### src/hdl/tgt_xlate_pkg.sv
//--------------------
// Widths, localparams and PCIe format/type encodings
// Flow class and link-layer command encodings
// Input record and translated header records
//--------------------

`default_nettype none

package tgt_xlate_pkg;

  //--------------------
  // Widths
  //--------------------
  typedef logic [31:0]  dw_t;
  typedef logic [127:0] tlp_hdr_t;     // Dword 0 in bits 127:96
  typedef logic [31:0]  data_t;
  typedef logic         data_par_t;
  typedef logic [9:0]   len_t;         // Length in dwords
  typedef logic [9:0]   tag_t;
  typedef logic [15:0]  rid_t;
  typedef logic [3:0]   be_t;
  typedef logic [63:0]  addr_t;
  typedef logic [7:0]   crd_t;

  localparam int         ADDR_MSB       = 47;     // Higher address bits read as zero
  localparam int         DW_PER_CRD     = 4;
  localparam logic [7:0] MSG_INVAL_CODE = 8'h01;  // Invalidate request message code
  localparam len_t       MSG_INVAL_LEN  = 10'd2;

  //--------------------
  // Encodings
  //--------------------
  typedef enum logic [1:0] {
    FC_P  = 2'd0,
    FC_NP = 2'd1,
    FC_C  = 2'd2
  } fc_e;

  // Format in the top 3 bits, type in the low 5
  typedef enum logic [7:0] {
    MRD3   = 8'h00,
    MRD4   = 8'h20,
    MWR3   = 8'h40,
    MWR4   = 8'h60,
    CFGRD0 = 8'h04,
    CFGWR0 = 8'h44,
    CPL    = 8'h0a,
    CPLD   = 8'h4a,
    CPLLK  = 8'h0b,
    CPLDLK = 8'h4b,
    MSGD2  = 8'h72   // Message with data, ID routed
  } tlp_type_e;

  typedef enum logic [1:0] {
    P_WR     = 2'd0,
    P_MSG_D  = 2'd1,
    P_USR_D  = 2'd2,   // Unsupported, with data
    P_USR_ND = 2'd3    // Unsupported, no data
  } p_cmd_e;

  typedef enum logic [2:0] {
    NP_MEM_RD = 3'd0,
    NP_CFG_WR = 3'd1,
    NP_CFG_RD = 3'd2,
    NP_USR_D  = 3'd3,
    NP_USR_ND = 3'd4
  } np_cmd_e;

  typedef enum logic [2:0] {
    CPL_SC       = 3'd0,
    CPL_UR       = 3'd1,
    CPL_CRS      = 3'd2,
    CPL_CA       = 3'd4,
    CPL_LK_UNSUP = 3'd7
  } cpl_stat_t;

  //--------------------
  // Records
  //--------------------
  typedef struct packed {
    logic      push_cmd;
    fc_e       cmd_fc;
    logic      push_data;
    fc_e       data_fc;
    logic      cpar_err;
    logic      tecrc_err;
    tlp_hdr_t  hdr;
    data_t     data;
    data_par_t data_par;
  } tgt_cmd_t;

  typedef struct packed {
    addr_t      addr;
    tag_t       tag;
    rid_t       reqid;
    be_t        startbe;
    be_t        endbe;
    len_t       length;
    logic       poison;
    logic [2:0] tc;
    logic [2:0] attr;     // {ido, ro, ns}
    logic [2:0] fmt;
    logic [4:0] ttype;
  } req_fields_t;

  typedef struct packed {
    req_fields_t req;
    p_cmd_e      cmd;
    logic        cmdlen_par;
    logic [1:0]  addr_par;   // {ADDR_MSB:32, 31:0}
  } phdr_t;

  typedef struct packed {
    req_fields_t req;
    np_cmd_e     cmd;
    logic        cmdlen_par;
    logic [1:0]  addr_par;
  } nphdr_t;

  typedef struct packed {
    logic [2:0]  tc;
    logic        ido;
    logic        ro;
    logic        ns;
    logic        poison;
    rid_t        rid;       // Requester ID
    rid_t        cid;       // Completer ID
    logic [1:0]  lowaddr;
    logic [11:0] bc;
    cpl_stat_t   status;
    len_t        length;
    logic        wdata;
    tag_t        tag;
  } cplhdr_t;

  typedef struct packed {
    logic cmd_up;
    logic cmd_np;
    logic data_up;
    logic data_np;
    crd_t data_crd;
  } crd_dec_t;

endpackage

`default_nettype wire

### src/hdl/tgt_err_guard.sv
//--------------------
// Header parity and end-to-end CRC error reporting
// Sticky stop bit and header accept strobe
//--------------------

`timescale 1ns/1ps
`default_nettype none

module tgt_err_guard (
  input  logic prim_nonflr_clk,
  input  logic prim_gated_rst_b,
  input  logic push_cmd,
  input  logic cpar_err_in,
  input  logic tecrc_err_in,
  input  logic parchk_en,
  output logic cpar_err,
  output logic tecrc_err,
  output logic hdr_accept
);

  logic stop_q;   // Set by a reported parity error, held until reset

  // Errors count only on a header push, and never once stopped
  assign cpar_err  = push_cmd & cpar_err_in & parchk_en & ~stop_q;
  assign tecrc_err = push_cmd & tecrc_err_in & ~stop_q;   // No enable for CRC

  // A parity error drops its own header
  assign hdr_accept = push_cmd & ~cpar_err & ~stop_q;

  always_ff @(posedge prim_nonflr_clk or negedge prim_gated_rst_b) begin
    if (!prim_gated_rst_b) begin
      stop_q <= 1'b0;
    end else if (cpar_err) begin
      stop_q <= 1'b1;
    end
  end

endmodule

`default_nettype wire

### src/hdl/tlp_cmd_decode.sv
//--------------------
// Format/type decode and flow class routing
// Posted and non-posted link-layer command select
//--------------------

`timescale 1ns/1ps
`default_nettype none

module tlp_cmd_decode
  import tgt_xlate_pkg::*;
(
  input  tlp_hdr_t hdr,
  input  fc_e      cmd_fc,
  input  logic     hdr_accept,
  input  logic     push_data,
  input  fc_e      data_fc,
  input  logic     fuse_proc_disable,
  output logic     p_val,
  output logic     np_val,
  output logic     cpl_val,
  output logic     p_push,
  output logic     np_push,
  output logic     cpl_push,
  output p_cmd_e   p_cmd,
  output np_cmd_e  np_cmd,
  output logic     has_data,
  output logic     is_4dw
);

  dw_t       dw0;
  dw_t       dw1;
  tlp_type_e tlp_type;
  logic      msg_inval;   // The one supported MsgD

  assign dw0      = hdr[127:96];
  assign dw1      = hdr[95:64];
  assign tlp_type = tlp_type_e'(dw0[31:24]);
  assign has_data = dw0[30];   // Format bit 1
  assign is_4dw   = dw0[29];   // Format bit 0

  //--------------------
  // Strobes
  //--------------------
  assign p_val   = hdr_accept & (cmd_fc == FC_P);
  assign np_val  = hdr_accept & (cmd_fc == FC_NP);
  assign cpl_val = hdr_accept & (cmd_fc == FC_C);

  // Data beats flow regardless of header state
  assign p_push   = push_data & (data_fc == FC_P);
  assign np_push  = push_data & (data_fc == FC_NP);
  assign cpl_push = push_data & (data_fc == FC_C);

  //--------------------
  // Command select
  //--------------------
  assign msg_inval = (tlp_type == MSGD2) & (dw0[9:0] == MSG_INVAL_LEN) &
                     (dw1[7:0] == MSG_INVAL_CODE);

  always_comb begin
    if (fuse_proc_disable && (msg_inval || (tlp_type == MWR3) || (tlp_type == MWR4))) begin
      p_cmd = P_USR_D;
    end else if (msg_inval) begin
      p_cmd = P_MSG_D;
    end else if ((tlp_type == MWR3) || (tlp_type == MWR4)) begin
      p_cmd = P_WR;
    end else if (has_data) begin
      p_cmd = P_USR_D;
    end else begin
      p_cmd = P_USR_ND;
    end
  end

  always_comb begin
    case (tlp_type)
      MRD3, MRD4: np_cmd = fuse_proc_disable ? NP_USR_ND : NP_MEM_RD;
      CFGWR0:     np_cmd = fuse_proc_disable ? NP_USR_D : NP_CFG_WR;
      CFGRD0:     np_cmd = fuse_proc_disable ? NP_USR_ND : NP_CFG_RD;
      default:    np_cmd = has_data ? NP_USR_D : NP_USR_ND;   // Everything else is UR
    endcase
  end

endmodule

`default_nettype wire

### src/hdl/req_hdr_xlate.sv
//--------------------
// Posted and non-posted request header build
// Address layout, 10-bit tag and header parity
//--------------------

`timescale 1ns/1ps
`default_nettype none

module req_hdr_xlate
  import tgt_xlate_pkg::*;
(
  input  tlp_hdr_t hdr,
  input  logic     is_4dw,
  input  logic     tenbit_tag_en,
  input  p_cmd_e   p_cmd,
  input  np_cmd_e  np_cmd,
  output phdr_t    phdr,
  output nphdr_t   nphdr
);

  dw_t         dw0;
  dw_t         dw1;
  dw_t         dw2;
  dw_t         dw3;
  tlp_type_e   tlp_type;
  req_fields_t fields;
  logic        fld_par;    // Parity over fmt, type and length
  logic [1:0]  addr_par;

  assign {dw0, dw1, dw2, dw3} = hdr;
  assign tlp_type = tlp_type_e'(dw0[31:24]);

  //--------------------
  // Shared fields
  //--------------------
  always_comb begin
    if ((tlp_type == CFGRD0) || (tlp_type == CFGWR0)) begin
      // Bus/dev/func, 4 zero bits, register number, dword aligned
      fields.addr = {32'd0, dw2[31:16], 4'd0, dw2[11:2], 2'd0};
    end else if (is_4dw) begin
      fields.addr = {dw2, dw3[31:2], 2'd0};
      fields.addr[63:ADDR_MSB+1] = '0;   // Not implemented
    end else begin
      fields.addr = {32'd0, dw2[31:2], 2'd0};
    end

    // Tag bits 9 and 8 sit in reserved header bits
    fields.tag     = {tenbit_tag_en & dw0[23], tenbit_tag_en & dw0[19], dw1[15:8]};
    fields.reqid   = dw1[31:16];
    fields.endbe   = dw1[7:4];
    fields.startbe = dw1[3:0];
    fields.length  = dw0[9:0];
    fields.poison  = dw0[14];
    fields.tc      = dw0[22:20];
    fields.attr    = {dw0[18], dw0[13:12]};
    fields.fmt     = dw0[31:29];
    fields.ttype   = dw0[28:24];
  end

  assign fld_par  = ^{fields.fmt, fields.ttype, fields.length};
  assign addr_par = {^fields.addr[ADDR_MSB:32], ^fields.addr[31:0]};

  //--------------------
  // Header assembly
  //--------------------
  always_comb begin
    phdr.req        = fields;
    phdr.cmd        = p_cmd;
    phdr.cmdlen_par = fld_par ^ (^p_cmd);
    phdr.addr_par   = addr_par;
  end

  always_comb begin
    nphdr.req        = fields;
    nphdr.cmd        = np_cmd;
    nphdr.cmdlen_par = fld_par ^ (^np_cmd);
    nphdr.addr_par   = addr_par;
  end

endmodule

`default_nettype wire

### src/hdl/cpl_hdr_xlate.sv
//--------------------
// Completion header build
// Status remap and 10-bit tag recovery
//--------------------

`timescale 1ns/1ps
`default_nettype none

module cpl_hdr_xlate
  import tgt_xlate_pkg::*;
(
  input  tlp_hdr_t hdr,
  input  logic     tenbit_tag_en,
  output cplhdr_t  cplhdr
);

  dw_t        dw0;
  dw_t        dw1;
  dw_t        dw2;
  tlp_type_e  tlp_type;
  logic [2:0] raw_stat;

  assign {dw0, dw1, dw2} = hdr[127:32];   // Dword 3 unused for completions
  assign tlp_type = tlp_type_e'(dw0[31:24]);
  assign raw_stat = dw1[15:13];

  always_comb begin
    cplhdr.tc      = dw0[22:20];
    cplhdr.ido     = dw0[18];
    cplhdr.ro      = dw0[13];
    cplhdr.ns      = dw0[12];
    cplhdr.poison  = dw0[14];
    cplhdr.rid     = dw2[31:16];
    cplhdr.cid     = dw1[31:16];
    cplhdr.lowaddr = dw2[1:0];
    cplhdr.bc      = dw1[11:0];
    cplhdr.length  = dw0[9:0];
    cplhdr.wdata   = dw0[30];
    cplhdr.tag     = {tenbit_tag_en & dw0[23], tenbit_tag_en & dw0[19], dw2[15:8]};

    // Locked completions first, then reserved encodings to UR
    if ((tlp_type == CPLLK) || (tlp_type == CPLDLK)) begin
      cplhdr.status = CPL_LK_UNSUP;
    end else if ((raw_stat == 3'd3) || (raw_stat >= 3'd5)) begin
      cplhdr.status = CPL_UR;
    end else begin
      cplhdr.status = cpl_stat_t'(raw_stat);
    end
  end

endmodule

`default_nettype wire

### src/hdl/tgt_credit_dec.sv
//--------------------
// Header and data credit decrement
//--------------------

`timescale 1ns/1ps
`default_nettype none

module tgt_credit_dec
  import tgt_xlate_pkg::*;
(
  input  logic     p_val,
  input  logic     np_val,
  input  logic     has_data,
  input  len_t     length,
  output crd_dec_t crd_dec
);

  logic        cmd_up;
  logic        data_up;
  logic [10:0] len_rnd;   // One bit wider so rounding cannot wrap

  assign cmd_up  = p_val | np_val;
  assign data_up = has_data & cmd_up;

  // Round up to whole data credits
  assign len_rnd = {1'b0, length} + 11'(DW_PER_CRD - 1);

  always_comb begin
    crd_dec.cmd_up   = cmd_up;
    crd_dec.cmd_np   = np_val;
    crd_dec.data_up  = data_up;
    crd_dec.data_np  = has_data & np_val;
    crd_dec.data_crd = data_up ? crd_t'(len_rnd / DW_PER_CRD) : '0;
  end

endmodule

`default_nettype wire

### src/hdl/tgt_xlate_top.sv
//--------------------
// Target translator top level
// Decode, header build, credit and error guard
//--------------------

`timescale 1ns/1ps
`default_nettype none

module tgt_xlate_top
  import tgt_xlate_pkg::*;
(
  input  logic      prim_nonflr_clk,
  input  logic      prim_gated_rst_b,
  input  tgt_cmd_t  tgt_cmd,
  input  logic      tenbit_tag_en,
  input  logic      parchk_en,
  input  logic      fuse_proc_disable,
  output logic      lli_phdr_val,
  output phdr_t     lli_phdr,
  output logic      lli_nphdr_val,
  output nphdr_t    lli_nphdr,
  output logic      lli_cplhdr_val,
  output cplhdr_t   lli_cplhdr,
  output logic      lli_pdata_push,
  output logic      lli_npdata_push,
  output logic      lli_cpldata_push,
  output data_t     lli_pkt_data,
  output data_par_t lli_pkt_data_par,
  output crd_dec_t  crd_dec,
  output logic      cpar_err,
  output logic      tecrc_err
);

  logic    hdr_accept;
  p_cmd_e  p_cmd;
  np_cmd_e np_cmd;
  logic    has_data;
  logic    is_4dw;

  tgt_err_guard u_guard (
    .prim_nonflr_clk  (prim_nonflr_clk),
    .prim_gated_rst_b (prim_gated_rst_b),
    .push_cmd         (tgt_cmd.push_cmd),
    .cpar_err_in      (tgt_cmd.cpar_err),
    .tecrc_err_in     (tgt_cmd.tecrc_err),
    .parchk_en        (parchk_en),
    .cpar_err         (cpar_err),
    .tecrc_err        (tecrc_err),
    .hdr_accept       (hdr_accept)
  );

  tlp_cmd_decode u_decode (
    .hdr               (tgt_cmd.hdr),
    .cmd_fc            (tgt_cmd.cmd_fc),
    .hdr_accept        (hdr_accept),
    .push_data         (tgt_cmd.push_data),
    .data_fc           (tgt_cmd.data_fc),
    .fuse_proc_disable (fuse_proc_disable),
    .p_val             (lli_phdr_val),
    .np_val            (lli_nphdr_val),
    .cpl_val           (lli_cplhdr_val),
    .p_push            (lli_pdata_push),
    .np_push           (lli_npdata_push),
    .cpl_push          (lli_cpldata_push),
    .p_cmd             (p_cmd),
    .np_cmd            (np_cmd),
    .has_data          (has_data),
    .is_4dw            (is_4dw)
  );

  tgt_credit_dec u_credit (
    .p_val    (lli_phdr_val),
    .np_val   (lli_nphdr_val),
    .has_data (has_data),
    .length   (lli_phdr.req.length),   // Same field in both request headers
    .crd_dec  (crd_dec)
  );

  req_hdr_xlate u_req (
    .hdr           (tgt_cmd.hdr),
    .is_4dw        (is_4dw),
    .tenbit_tag_en (tenbit_tag_en),
    .p_cmd         (p_cmd),
    .np_cmd        (np_cmd),
    .phdr          (lli_phdr),
    .nphdr         (lli_nphdr)
  );

  cpl_hdr_xlate u_cpl (
    .hdr           (tgt_cmd.hdr),
    .tenbit_tag_en (tenbit_tag_en),
    .cplhdr        (lli_cplhdr)
  );

  // Payload zeroed between beats, parity passed as is
  assign lli_pkt_data     = tgt_cmd.push_data ? tgt_cmd.data : '0;
  assign lli_pkt_data_par = tgt_cmd.data_par;

endmodule

`default_nettype wire

### config.mk
export PLATFORM = sky130hd
export DESIGN_NAME = tgt_xlate_top
export DESIGN_NICKNAME = d
export VERILOG_FILES = /design/src/hdl/tgt_xlate_pkg.sv /design/src/hdl/tgt_err_guard.sv /design/src/hdl/tlp_cmd_decode.sv /design/src/hdl/req_hdr_xlate.sv /design/src/hdl/cpl_hdr_xlate.sv /design/src/hdl/tgt_credit_dec.sv /design/src/hdl/tgt_xlate_top.sv
export SDC_FILE = /design/constraint.sdc
export NUM_CORES = 1
export LEC_CHECK = 0
export ABC_AREA = 1
export BUFFER_PORTS_ARGS = -buffer_cell sky130_fd_sc_hd__buf_2
export CAP_MARGIN = 20
export CORE_AREA = 4 4 218 220
export DETAILED_ROUTE_END_ITERATION = 12
export DIE_AREA = 0 0 222 224
export GPL_TIMING_DRIVEN = 1
export SLEW_MARGIN = 20
export SYNTH_ARGS = -nofsm -noshare
export SYNTH_HDL_FRONTEND = slang
export SYNTH_SLANG_ARGS = --single-unit
### constraint.sdc
create_clock -name prim_nonflr_clk -period 4 [get_ports prim_nonflr_clk]
set_clock_uncertainty 0.2 [all_clocks]
set_input_delay 0.8 -clock prim_nonflr_clk [delete_from_list [all_inputs] [get_ports prim_nonflr_clk]]
set_output_delay 0.8 -clock prim_nonflr_clk [all_outputs]
set_load 0.02 [all_outputs]
# == Yosys cells after proc, flatten, opt, wreduce, memory -nomap -nowiden ==
# Cells that the tools add are included.
# word_totals
out_inout_bits,387
elab_cells,73
reg_bits,1
inputBits,174
# classes
n_eq_ne,15
n_reduce_logical,16
magnitude_cmp,1
addsub,1
mux,15
bitwise,24
# ops
operator,n
two-way mux 64 bit,1
two-way mux 48 bit,1
"== test 8 x 7 -> 1 bit, second input constant",5
two-way mux 32 bit,1
XOR reduction 32 bit,1
AND 1 bit,19
XOR reduction 18 bit,1
XOR reduction 16 bit,1
two-way mux 3 bit,5
"adder 10 x 2 -> 10 bit, second input constant",1
"== test 10 x 2 -> 1 bit, second input constant",1
case mux 3 bit (3 select lines),1
"== test 8 x 1 -> 1 bit, second input constant",1
"== test 8 x 3 -> 1 bit, second input constant",1
"== test 8 x 4 -> 1 bit, second input constant",1
"== test 8 x 6 -> 1 bit, second input constant",1
logical NOT 8 bit,1
two-way mux 2 bit,4
two-way mux 8 bit,1
logical OR 1 bit,6
"== test 2 x 1 -> 1 bit, second input constant",2
"== test 2 bit, second input constant",2
logical NOT 2 bit,2
"== test 3 x 2 -> 1 bit, second input constant",1
9 further kinds,11

# == Depth between registers and ports, before layout ==
# logic_depth
depth_word,10
ltp_mapped,22
depth_no_buf,18

# == Modules after synthesis ==
# A second synthesis with hierarchy kept.
# hier_totals
hier_cells,1084
hier_area_um2,5725.5
# modules_own_cells
mod,seq_area_each_um2,area_each_um2,cells_each,instances
req_hdr_xlate,0.0,4136.5,782,1
cpl_hdr_xlate,0.0,616.8,92,1
tlp_cmd_decode,0.0,376.6,84,1
tgt_xlate_top,0.0,281.5,68,1
tgt_credit_dec,0.0,245.2,47,1
tgt_err_guard,25.0,68.8,11,1

# == Least setup slack after synthesis ==
# No wires, ideal clock.
# synth_timing
kind,in2out
startpoint,input port tgt_cmd[158] (netlist bit)
endpoint,output port lli_phdr[1] (netlist bit)
path_slack_ps,-95
arrival_time_ps,3095
t_required_ps,3000
cell_stages,17
n_path_buf,3
path_cell_list,buf_4 inv_1 buf_6 ha_1 nand2_1 nor2_1 nor2_4 nand2_2 nor2_1 nand2_1 o21ai_0 xor2_1 nand2_1 nand2_1 nand3_1 nand2_1 buf_4
# synth_rtl
item,line,source
start: declaration,tgt_xlate_top.sv:14,"input tgt_cmd_t tgt_cmd,"
end: declaration,tgt_xlate_top.sv:19,"output phdr_t lli_phdr,"

==> results.sh <==
export IMPL_outcome="completed"
export IMPL_wl_um=25470
export IMPL_firstDrtPassIters=4
export IMPL_io_pin_count=561
export IMPL_initial_core_util=0.1232
export IMPL_clk_latency_ns=0
export IMPL_synth_edf_count=0
export IMPL_top_regs="u_guard.stop_q x1"
export IMPL_die_area_um2=49730
export IMPL_netlist_instances=1052
export IMPL_yosysTopAreaCell="buf_4"
export IMPL_route_detailed_drc=0
export IMPL_ys_seq_area_frac=0.004484
export IMPL_slew_viol_final=0
export IMPL_cap_violations=0
export IMPL_clk_pin_slew_ns=0
export IMPL_wire_per_inst_um=13.56
export IMPL_cp_max_fo=8
export IMPL_dp_slack_ns=-0.1017
export IMPL_vias=6380
export IMPL_synth_seq_cells=1
export IMPL_grt_max_degree=40
export IMPL_ys_warn_count=0
export IMPL_dp_hpwl_um=22080
export IMPL_yosys_top_cells_area="buf_4 38%, nand2_1 27%, inv_1 9.3%"
export IMPL_track_usage=0.09033
export IMPL_path_class="in -> out"
export IMPL_dp_cells=1865
export IMPL_max_flop_register="u_guard.stop_q"
export IMPL_leakagePower_nw=4.850
export IMPL_finish_utilization=0.1645
export IMPL_layout_nets=1474
export IMPL_postRouteAntennaNets=0
export IMPL_coreArea_um2=45280
export IMPL_place_congestion=0.7946
export IMPL_die_h_um=224
export IMPL_fin_ws_ns=0.1314
export IMPL_relSlewSlack=0.6421
export IMPL_rr_worst_depth=2
export IMPL_port_buffers=404
export IMPL_final_hold_violation_count=0
export IMPL_yosys_area_top_type_share=0.3767
export IMPL_hp_class="reg -> reg"
export IMPL_ctsHoldBuffers=0
export IMPL_start_kind="input pin"
export IMPL_cp_required_ns=3.00
export IMPL_drt_iter0_markers=286
export IMPL_grt_first_pass_wirelength_um=35270
export IMPL_antenna_found_initial=7
export IMPL_die_w_um=222
export IMPL_area_growth_pct=33.48
export IMPL_dr_wl_met3_um=1989
export IMPL_timing_final_crit_period_ns=3.869
export IMPL_tightest_slew_ns=0.5312
export IMPL_finalCritPeriodShare=0.9671
export IMPL_top_layer="met5"
export IMPL_fin_cells=1879
export IMPL_setup_viol=0
export IMPL_syn_avg_cell_area_um2=5.305
export IMPL_syn_cell_area_um2=5580
export IMPL_drive_gt1_frac=0.4421
export IMPL_m1WireLength_um=9647
export IMPL_synthArstFlopShare=1.000
export IMPL_fp_row_count=78
export IMPL_grt_pass1_vias=5863
export IMPL_overflow=0
export IMPL_route_met2_wl_um=13170
export IMPL_largest_reg_flops=1
export IMPL_holdPathStages=1
export IMPL_power_density_nw_per_um2=152.9
export IMPL_vias_per_cell=3.395
export IMPL_synth_cell_types=29
export IMPL_crit_arrival_ns=2.87
export IMPL_setup_tns_ns=0
export IMPL_max_freq_mhz=258.5
export IMPL_synthFlopType="dfrtp_1"
export IMPL_end_kind="primary output"
export IMPL_ir_drop_mv=0.09860
==> worst max-delay path: stages <==
cell	delay, ns
buf_4	0.15
inv_4	0.07
ha_4	0.14
nand2_4	0.07
a21oi_4	0.23
buf_12	0.18
buf_16	0.14
nor2_4	0.05
nand2_1	0.09
nand2_1	0.07
nand2_1	0.08
inv_1	0.05
nor2_2	0.13
nand3_1	0.09
nand2_1	0.07
nand2_1	0.05
nand2_1	0.06
inv_1	0.04
nand2_1	0.06
nand2_2	0.07
buf_6	0.13
==> per-layer routing <==
metal  track usage  up-vias
li1              -     3268
met1        0.1038     2728
met2        0.1745      324
met3       0.01533       56
met4       0.02001        4
met5             0        -
==> path summary, 6_finish.rpt <==
kind | to | startpoint | slack (ns)
worst max register to register | u_guard.stop_q$_DFFE_PN0P_ | u_guard.stop_q$_DFFE_PN0P_ | 2.96
worst min-delay path | u_guard.stop_q$_DFFE_PN0P_ | u_guard.stop_q$_DFFE_PN0P_ | 0.32
max in group asynchronous | u_guard.stop_q$_DFFE_PN0P_ | prim_gated_rst_b | 3.14
min in group asynchronous | u_guard.stop_q$_DFFE_PN0P_ | prim_gated_rst_b | 0.38
worst min register to register | u_guard.stop_q$_DFFE_PN0P_ | u_guard.stop_q$_DFFE_PN0P_ | 0.32
worst max-delay path | lli_nphdr[0] | tgt_cmd[159] | 0.13
==> what timing repair did <==
action / 4_1_cts / 5_1_grt
pin swaps: 1 / 21
endpoints found under the setup margin: 4 / 5
gates resized for setup: 8 / 52
gates cloned: 1 / 3
buffers inserted: 1 / 8
==> synth_stat cells (2+ instances only) <==
master    number
buf_2         12
buf_6          6
nand2_2        6
inv_1        139
nor3_1         6
nand3_1       40
o21ai_1        2
buf_4        280
o21ai_0       31
nand2_1      408
xnor2_1       11
nor2_1        45
xor2_1        14
nor3b_1        5
ha_1          20
nor2_4         2
a21oi_1        7
clkbuf_1       5
nand4_1        3
==> logic make-up (layout without fill, tap and decap cells) <==
kind of cell    after synthesis  count (layout)  share of synthesized area
compound gates               45              45                    0.04417
other cells                   1              37                  0.0006720
buf+inv                     442             633                     0.4964
flops                         1               1                   0.004484
xor+xnor                     25              25                    0.03924
simple gates                518             518                     0.3702
fa+ha+maj                    20              20                    0.04484
==> cells in the final DEF, fill, tap and decap left out, types with 5 or more instances in the layout <==
master | synthesis | routed
o21ai_1 | 2 | 6
ha_1 | 20 | 15
o21ai_0 | 31 | 26
nor2_4 | 2 | 11
buf_4 | 280 | 72
buf_2 | 12 | 398
conb_1 | 1 | 36
buf_12 | 0 | 11
nand3_1 | 40 | 40
nor3_1 | 6 | 6
nor3b_1 | 5 | 5
nand2_1 | 408 | 371
ha_4 | 0 | 5
buf_6 | 6 | 8
xor2_1 | 14 | 14
inv_1 | 139 | 133
nand2_2 | 6 | 39
a21oi_1 | 7 | 7
nor2_1 | 45 | 35
xnor2_1 | 11 | 11
==> through the flow <==
stage	hold WS (ns)	area, um^2	power (W)
floorplan	0.2886	5824	0.0009383
global placement	0.3151	7064	0.001112
detailed placement	0.3215	7064	0.001112
CTS	0.3236	7128	0.001120
global route	0.3399	7448	0.001256
finish	0.3221	7448	0.001139
==> cell type report <==
type,count,area (um^2)
diodes,1,2.502
fillers,5378,37840
inverters,139,526.8
multi-input cells,644,3166
flip-flops and latches,1,25.02
well taps,600,750.7
repair buffers,494,2978
==> power by group <==
| group | internal (W) | switching (W) | total, W |
|---|---|---|---|
| Clock | 0.0000000000336 | 0 | 0.0000000000336 |
| Sequential | 0.0000127 | 0.00000214 | 0.0000148 |
| Combinational | 0.000407 | 0.000717 | 0.00112 |
| Total | 0.000420 | 0.000719 | 0.00114 |
Power figures use the tool's default switching activity.
